$ cat src/hdl/convPkg.sv
`default_nettype none

package convPkg;

    localparam int ImgWidth = 8;
    localparam int OutWidth = ImgWidth - 2;
    localparam int WinSize = 9;
    localparam int AddrW = 16;
    localparam int ElemW = $clog2(WinSize);   // element index width
    localparam int PosW = $clog2(ImgWidth);   // window row and column width

    // net fixed-point scale of pixel times weight
    localparam int ProdShift = 7;
    localparam int OutMax = 127;

    typedef logic signed [7:0] pixelT;
    typedef logic [AddrW-1:0] addrT;
    typedef pixelT [WinSize-1:0] windowT;   // element k is row k/3, col k%3

    localparam addrT WeightBase = 16'h0000;
    localparam addrT ImageBase = 16'h0100;
    localparam addrT OutBase = 16'h0200;

    typedef struct packed {
        logic valid;   // one-cycle strobe
        addrT addr;
    } rdReqT;

    typedef struct packed {
        logic valid;
        addrT addr;
        pixelT data;
    } wrReqT;

    typedef enum logic [2:0] {Idle, FetchWeight, FetchPixel, Launch, Drain, Done} ctrlStateT;

    typedef enum logic {WeightSel, PixelSel} fetchSelT;

endpackage

`default_nettype wire

$ cat src/hdl/convCtrl.sv
`timescale 1ns/1ps
`default_nettype none

module convCtrl (
    input  logic               clk,
    input  logic               rstN,
    input  logic               start,
    input  logic               rdValid,
    input  logic               lastElem,
    input  logic               lastWindow,
    input  convPkg::addrT      rdAddr,
    input  logic               resultPending,
    input  logic               wrDone,
    output logic               finish,
    output convPkg::rdReqT     rdReq,
    output convPkg::fetchSelT  fetchSel,
    output logic               stepElem,
    output logic               stepWindow,
    output logic               launch
);

    convPkg::ctrlStateT state;
    convPkg::ctrlStateT stateNext;
    logic outstanding;   // a read is in flight
    logic fetching;

    assign fetching = (state == convPkg::FetchWeight) || (state == convPkg::FetchPixel);
    assign fetchSel = (state == convPkg::FetchWeight) ? convPkg::WeightSel : convPkg::PixelSel;

    assign rdReq.valid = fetching && !outstanding;   // next read right after rdValid
    assign rdReq.addr = rdAddr;

    assign stepElem = fetching && rdValid;
    assign launch = (state == convPkg::Launch) && !resultPending;   // previous result must be out
    assign stepWindow = launch;
    assign finish = (state == convPkg::Done);

    always_comb
    begin
        stateNext = state;
        case (state)
            convPkg::Idle:
            begin
                if (start)
                    stateNext = convPkg::FetchWeight;
            end
            convPkg::FetchWeight:
            begin
                if (rdValid && lastElem)
                    stateNext = convPkg::FetchPixel;   // weights are kept for the run
            end
            convPkg::FetchPixel:
            begin
                if (rdValid && lastElem)
                    stateNext = convPkg::Launch;
            end
            convPkg::Launch:
            begin
                if (launch)
                    stateNext = lastWindow ? convPkg::Drain : convPkg::FetchPixel;
            end
            convPkg::Drain:
            begin
                if (wrDone)
                    stateNext = convPkg::Done;   // only the last result is left
            end
            convPkg::Done:
            begin
                stateNext = convPkg::Done;
            end
            default:
            begin
                stateNext = convPkg::Idle;
            end
        endcase
        if (!start)
            stateNext = convPkg::Idle;
    end

    always_ff @(posedge clk)
    begin
        if (!rstN)
        begin
            state <= convPkg::Idle;
            outstanding <= 1'b0;
        end
        else
        begin
            state <= stateNext;
            if (rdReq.valid)
                outstanding <= 1'b1;
            else if (rdValid)
                outstanding <= 1'b0;
        end
    end

endmodule

`default_nettype wire

$ cat src/hdl/convLayer.sv
`timescale 1ns/1ps
`default_nettype none

module convLayer (
    input  logic            clk,
    input  logic            rstN,
    input  logic            start,
    output logic            finish,
    output convPkg::rdReqT  rdReq,
    input  logic            rdValid,
    input  convPkg::pixelT  rdData,
    output convPkg::wrReqT  wrReq,
    input  logic            wrReady
);

    convPkg::fetchSelT fetchSel;
    convPkg::addrT rdAddr;
    convPkg::addrT wrAddr;
    logic [convPkg::ElemW-1:0] elemIdx;
    logic stepElem;
    logic stepWindow;
    logic lastElem;
    logic lastWindow;
    logic launch;
    logic resultPending;
    logic wrDone;
    convPkg::windowT weights;
    convPkg::windowT pixels;

    convCtrl ctrl (
        .clk(clk), .rstN(rstN), .start(start), .rdValid(rdValid),
        .lastElem(lastElem), .lastWindow(lastWindow), .rdAddr(rdAddr),
        .resultPending(resultPending), .wrDone(wrDone), .finish(finish),
        .rdReq(rdReq), .fetchSel(fetchSel), .stepElem(stepElem),
        .stepWindow(stepWindow), .launch(launch)
    );

    windowAddrGen addrGen (
        .clk(clk), .rstN(rstN), .start(start), .fetchSel(fetchSel),
        .stepElem(stepElem), .stepWindow(stepWindow), .rdAddr(rdAddr),
        .elemIdx(elemIdx), .wrAddr(wrAddr), .lastElem(lastElem),
        .lastWindow(lastWindow)
    );

    windowBuffer winBuf (
        .clk(clk), .rstN(rstN), .rdValid(rdValid), .rdData(rdData),
        .fetchSel(fetchSel), .elemIdx(elemIdx), .weights(weights),
        .pixels(pixels)
    );

    macUnit mac (
        .clk(clk), .rstN(rstN), .launch(launch), .weights(weights),
        .pixels(pixels), .wrAddr(wrAddr), .wrReady(wrReady), .wrReq(wrReq),
        .resultPending(resultPending), .wrDone(wrDone)
    );

endmodule

`default_nettype wire

$ cat src/hdl/macUnit.sv
`timescale 1ns/1ps
`default_nettype none

module macUnit (
    input  logic             clk,
    input  logic             rstN,
    input  logic             launch,
    input  convPkg::windowT  weights,
    input  convPkg::windowT  pixels,
    input  convPkg::addrT    wrAddr,
    input  logic             wrReady,
    output convPkg::wrReqT   wrReq,
    output logic             resultPending,
    output logic             wrDone
);

    logic signed [15:0] termQ [convPkg::WinSize];
    logic s1Valid;
    convPkg::addrT s1Addr;
    logic holdValid;
    convPkg::addrT holdAddr;
    convPkg::pixelT holdData;
    logic signed [15:0] sum;
    convPkg::pixelT clamped;

    // magnitudes multiplied, scaled down, then sign restored
    function automatic logic signed [15:0] termOf(input convPkg::pixelT p, input convPkg::pixelT w);
        logic [7:0] magP;
        logic [7:0] magW;
        logic [15:0] prod;
        magP = p[7] ? 8'(-p) : 8'(p);   // -128 gives 128
        magW = w[7] ? 8'(-w) : 8'(w);
        prod = (16'(magP) * 16'(magW)) >> convPkg::ProdShift;
        return (p[7] ^ w[7]) ? -$signed(prod) : $signed(prod);
    endfunction

    always_ff @(posedge clk)
    begin
        if (launch)
        begin
            for (int k = 0; k < convPkg::WinSize; k++)
                termQ[k] <= termOf(pixels[k], weights[k]);
            s1Addr <= wrAddr;
        end
        if (s1Valid)
        begin
            holdAddr <= s1Addr;
            holdData <= clamped;
        end
    end

    always_comb
    begin
        sum = '0;
        for (int k = 0; k < convPkg::WinSize; k++)
            sum = sum + termQ[k];
        if (sum < 0)
            clamped = '0;   // relu
        else if (sum > convPkg::OutMax)
            clamped = convPkg::pixelT'(convPkg::OutMax);
        else
            clamped = sum[7:0];
    end

    always_ff @(posedge clk)
    begin
        if (!rstN)
        begin
            s1Valid <= 1'b0;
            holdValid <= 1'b0;
        end
        else
        begin
            s1Valid <= launch;
            if (s1Valid)
                holdValid <= 1'b1;
            else if (wrReq.valid)
                holdValid <= 1'b0;
        end
    end

    assign wrReq = '{valid: holdValid && wrReady, addr: holdAddr, data: holdData};
    assign wrDone = wrReq.valid;
    assign resultPending = s1Valid || holdValid;

endmodule

`default_nettype wire

$ cat src/hdl/windowAddrGen.sv
`timescale 1ns/1ps
`default_nettype none

module windowAddrGen (
    input  logic                       clk,
    input  logic                       rstN,
    input  logic                       start,
    input  convPkg::fetchSelT          fetchSel,
    input  logic                       stepElem,
    input  logic                       stepWindow,
    output convPkg::addrT              rdAddr,
    output logic [convPkg::ElemW-1:0]  elemIdx,
    output convPkg::addrT              wrAddr,
    output logic                       lastElem,
    output logic                       lastWindow
);

    logic [convPkg::PosW-1:0] row;   // top-left corner of the window
    logic [convPkg::PosW-1:0] col;
    logic [convPkg::ElemW-1:0] kRow;   // position inside the window
    logic [convPkg::ElemW-1:0] kCol;
    logic lastCol;

    assign kRow = convPkg::ElemW'(elemIdx / 3);
    assign kCol = convPkg::ElemW'(elemIdx % 3);
    assign lastElem = (elemIdx == convPkg::ElemW'(convPkg::WinSize - 1));
    assign lastCol = (col == convPkg::PosW'(convPkg::OutWidth - 1));
    assign lastWindow = lastCol && (row == convPkg::PosW'(convPkg::OutWidth - 1));

    always_ff @(posedge clk)
    begin
        if (!rstN || !start)
        begin
            elemIdx <= '0;
            row <= '0;
            col <= '0;
        end
        else
        begin
            if (stepElem)
                elemIdx <= lastElem ? '0 : elemIdx + 1'b1;
            if (stepWindow)
            begin
                if (lastCol)
                begin
                    col <= '0;
                    row <= lastWindow ? '0 : row + 1'b1;
                end
                else
                    col <= col + 1'b1;
            end
        end
    end

    always_comb
    begin
        if (fetchSel == convPkg::WeightSel)
            rdAddr = convPkg::WeightBase + convPkg::addrT'(elemIdx);
        else
            rdAddr = convPkg::ImageBase
                   + convPkg::addrT'((row + kRow) * convPkg::ImgWidth)
                   + convPkg::addrT'(col + kCol);
    end

    assign wrAddr = convPkg::OutBase
                  + convPkg::addrT'(row * convPkg::OutWidth)
                  + convPkg::addrT'(col);

endmodule

`default_nettype wire

$ cat src/hdl/windowBuffer.sv
`timescale 1ns/1ps
`default_nettype none

module windowBuffer (
    input  logic                       clk,
    input  logic                       rstN,
    input  logic                       rdValid,
    input  convPkg::pixelT             rdData,
    input  convPkg::fetchSelT          fetchSel,
    input  logic [convPkg::ElemW-1:0]  elemIdx,
    output convPkg::windowT            weights,
    output convPkg::windowT            pixels
);

    logic weightWe;
    logic pixelWe;

    assign weightWe = rdValid && (fetchSel == convPkg::WeightSel);
    assign pixelWe = rdValid && (fetchSel == convPkg::PixelSel);

    // weights are loaded once per run
    always_ff @(posedge clk)
    begin
        if (!rstN)
            weights <= '0;
        else if (weightWe)
            weights[elemIdx] <= rdData;
    end

    always_ff @(posedge clk)
    begin
        if (!rstN)
            pixels <= '0;
        else if (pixelWe)
            pixels[elemIdx] <= rdData;   // overwritten by the next window
    end

endmodule

`default_nettype wire

$ cat config.mk
export PLATFORM = sky130hd
export DESIGN_NAME = convLayer
export DESIGN_NICKNAME = d
export VERILOG_FILES = /design/src/hdl/convPkg.sv /design/src/hdl/convCtrl.sv /design/src/hdl/convLayer.sv /design/src/hdl/macUnit.sv /design/src/hdl/windowAddrGen.sv /design/src/hdl/windowBuffer.sv
export SDC_FILE = /design/constraint.sdc
export NUM_CORES = 2
export LEC_CHECK = 0
export BUFFER_PORTS_ARGS = -buffer_cell sky130_fd_sc_hd__buf_2
export CAP_MARGIN = 20
export CORE_ASPECT_RATIO = 0.7
export CORE_UTILIZATION = 55
export DETAILED_ROUTE_END_ITERATION = 12
export MAX_ROUTING_LAYER = met4
export PLACE_DENSITY = 0.71
export SYNTH_ARGS = -nofsm -noshare
export SYNTH_HDL_FRONTEND = slang
export SYNTH_SLANG_ARGS = --single-unit
$ cat constraint.sdc
create_clock -name clk -period 6.08 [get_ports clk]
set_input_delay 1.824 -clock clk [delete_from_list [all_inputs] [get_ports clk]]
set_output_delay 1.824 -clock clk [all_outputs]
set_load 0.05 [all_outputs]
==> results_dict.tcl <==
set metrics [dict create \
    cts_tree "yes" \
    report.power.total_mw 5.60 \
    clkSlewWorstSetupHoldPaths_ns 0.07 \
    detail_route.vias_per_cell 5.52 \
    endpoint_of_the_most_critical_register_to_register_path "mac.termQ[0][56]$_DFFE_PP_" \
    gp_routability_congestion 0.984 \
    first_global_vias 28411 \
    detailedPlace.worstSlack_ns -0.0536 \
    clk_path_buf_depth 3 \
    postLayoutCoreUtil 0.648 \
    final_antenna_net_count 0 \
    finalSetupTns_ns -0.175 \
    final-instance-count-excl-fill 5348 \
    avgRoutedWirePerCell_um 17.7 \
    top_level_ports 56 \
    yosysTopAreaCell "fa_1" \
    overflow 0 \
    min_path_cells 0 \
    drive_above_1_share 0.154 \
    layout_worst_path_cycle_share 1.01 \
    post_synth_edffs 166 \
    rsz0062_at_grt "yes" \
    synth_top_area_frac 0.223 \
    yosys_register_bits 326 \
    numPlacedInstances 5223 \
    clock-sinks 326 \
    pwr_density_cell_mw_per_mm2 128 \
    detailedPlacementHpwl_um 72100 \
    timing.critical_path.required_ns 4.26 \
    met1_length_um 45200 \
    timing_worst_setup_path_type "register to output port" \
    clkLatencyLatePin_ns 0.60 \
    grt_pass1_wl_um 150000 \
    first_pass_iters 6 \
    reg2reg_setup_slack_ns 0.12 \
    yosys_warnings 0 \
    cts.root.buffer_cell "clkbuf_16" \
    run_status "complete, but fails checks" \
    synth.area.top_cells "fa_1, edfxtp_1, ha_1" \
    post-route-drc-count 0 \
    relSlewSlack 0.229 \
    r2r_start "winBuf.weights[27]$_SDFFE_PN0P_" \
    worst_hold_startpoint "mac.s1Addr[3]$_DFFE_PP_" \
    number_of_antenna_violations_at_the_first_check_in_global_routing 1 \
    via_count 29527 \
    area_growth_pct 15.4 \
    timing.critical_path.arrival_ns 4.33 \
    dr_wl_met2_um 39600 \
    synthDistinctLibCells 90 \
    timing.clock.skew_ns 0.0408 \
    route.met3.wl_um 7850 \
    grt.total_usage 0.277 \
    postSynthAreaPerCell_sq_um 9.05 \
    htreeDepth 2 \
    core_area_sq_mm 0.0672 \
    initial_core_util 0.562 \
    period_needed_ns 6.15 \
    tightest_hold_check_type "register to register" \
    synth_flop_cell "edfxtp_1" \
    ys_seq_area_frac 0.217 \
    slew_viol_final 0 \
    fmax_mhz 163 \
    top_layer_used "met4" \
    critPathLaunchType "register" \
    worst_slack_ns -0.0707 \
    die_width_um 315 \
    nNetsFinal 5222 \
    detail_route.iter0.violations 2424 \
    chipHeight_um 221 \
    worstSetupEndpointType "output port" \
    worstMarginPinSlew_ns 1.15 \
    syn_inst 4174 \
    cts_buffers 39 \
    worstHoldEndpoint "mac.holdAddr[3]$_DFFE_PP_" \
    r2r.worst_path.cells 21 \
    grt_start_max_net_pins 146 \
    violations "setup timing" \
    synthArstFlopShare 0 \
    count_of_endpoints_failing_setup_in_the_final_report 4 \
    final_report_hold_violation_count 0 \
    post_synth_most_frequent_cells "inv_1, nand2_1, fa_1" \
    power.leakage_nw 19.5 \
    synth.cell_area_sq_mm 0.0378 \
    max_cap_viols 0 \
    cell_with_the_most_instances_after_synthesis "inv_1" \
    wl_um 94600 \
    count_of_port_buffers_added_during_placement 39 \
    placement_rows 79 \
    cts_hold_buffers 0 \
    critPathMaxFanout 4 \
    fp.dieArea_sq_mm 0.0697 \
    insertedDiodeCount 0 \
    vdd_drop_max_v 0.000228 \
]
where the power goes:
group	switching, mW	leakage [nW]	internal, mW
Sequential	0.0176	2.68	2.32
Clock	1.08	0.712	1.66
Combinational	0.332	16.1	0.194
how the worst max path moves through the flow:
stage / from / endpoint / slack, ns / cells past startpoint
detailed placement: winBuf.weights[66]$_SDFFE_PN0P_ / mac.termQ[0][136]$_DFFE_PP_ / -0.05 / 21
floorplan: addrGen.elemIdx[0]$_SDFFE_PN0P_ / rdReq[7] / -0.05 / 20
CTS: addrGen.elemIdx[3]$_SDFFE_PN0P_ / rdReq[4] / 0.001 / 21
global route: winBuf.weights[27]$_SDFFE_PN0P_ / mac.termQ[0][56]$_DFFE_PP_ / -0.26 / 21
global placement: winBuf.weights[66]$_SDFFE_PN0P_ / mac.termQ[0][136]$_DFFE_PP_ / -0.04 / 21
finish: addrGen.elemIdx[2]$_SDFFE_PN0P_ / rdReq[6] / -0.07 / 20
kinds of logic (layout without fill, tap and decap cells):
logic type,count (synthesis),in the layout,share of synthesized area
DFF,326,326,0.217
buffers and inverters,709,977,0.0735
and+or+nand+nor,1409,1409,0.173
AOI/OAI and AO/OA,591,591,0.108
other,2,17,0.000199
muxes,45,45,0.0129
xor gates and xnor gates,309,309,0.0726
adders and majority gates,783,783,0.343
sequential cells by signal (all words and copies together) (netlist names):
| name | count |
|---|---|
| winBuf.weights | 72 |
| mac.termQ | 144 |
| winBuf.pixels | 72 |
| mac.holdData | 8 |
| mac.s1Addr | 7 |
| mac.holdAddr | 7 |
| ctrl.outstanding | 1 |
| addrGen.row | 3 |
| mac.s1Valid | 1 |
| mac.holdValid | 1 |
| addrGen.col | 3 |
| ctrl.state | 3 |
| addrGen.elemIdx | 4 |
routing by layer:
layer  track usage  vias to the layer above
li1              -                    14182
met4        0.0583                        0
met2         0.386                      886
met3        0.0624                      105
met1         0.408                    14354
met5             -                        -
worst max-delay path, cell delays in order, from the launching register on:
cell      delay (ns)
dfxtp_2         0.34
buf_6           0.12
ha_4            0.26
nand2b_4        0.15
a31o_4          0.27
xnor2_4         0.14
ha_4            0.18
nor3_2          0.19
buf_4           0.17
buf_6           0.10
xnor2_2         0.05
ha_2            0.19
fa_2            0.40
a21oi_4         0.18
nor2_4          0.07
ha_4            0.27
a21o_1          0.10
nand2_1         0.06
xnor2_1         0.16
nor2_2          0.17
buf_6           0.18
layout make-up:
class                           instances  area, sq um
Fill cell                            5460        23600
Tap cell                              891         1110
Clock inverter                         29          484
Inverter                              561         2110
Sequential cell                       326         8230
Clock buffer                           43         1010
Timing Repair Buffer                  344         2560
Multi-Input combinational cell       3154        28100
repair_timing:
item,CTS,global route
endpoints found under the setup margin,12,100
resized for setup,45,225
pin swaps,17,93
setup buffers,12,41
per-stage QoR:
step,hold WS (ns),cell area [sq um]
2_1_floorplan,0.400,37900
3_3_place_gp,0.406,40400
3_5_place_dp,0.405,40400
4_1_cts,0.414,42200
5_1_grt,0.434,43600
6_report,0.412,43600
layout by cell type, fill, tap and decap left out, types with 33 or more instances in the layout:
| master | synthesis | routed |
|---|---|---|
| inv_1 | 561 | 556 |
| nand2_1 | 510 | 501 |
| fa_1 | 421 | 416 |
| ha_1 | 362 | 340 |
| nor2_1 | 351 | 335 |
| buf_4 | 29 | 299 |
| xnor2_1 | 196 | 173 |
| nand3_1 | 173 | 169 |
| edfxtp_1 | 166 | 166 |
| a21boi_0 | 140 | 138 |
| dfxtp_1 | 160 | 135 |
| a21oi_1 | 113 | 100 |
| xor2_1 | 110 | 93 |
| o21ai_0 | 93 | 80 |
| and2_1 | 77 | 74 |
| nand2b_1 | 59 | 56 |
| nor2b_1 | 53 | 48 |
| clkbuf_16 | 0 | 39 |
| nor3_1 | 41 | 34 |
| buf_2 | 5 | 34 |
| o21a_1 | 33 | 33 |
Note: power is estimated with default switching activity, not from simulation.
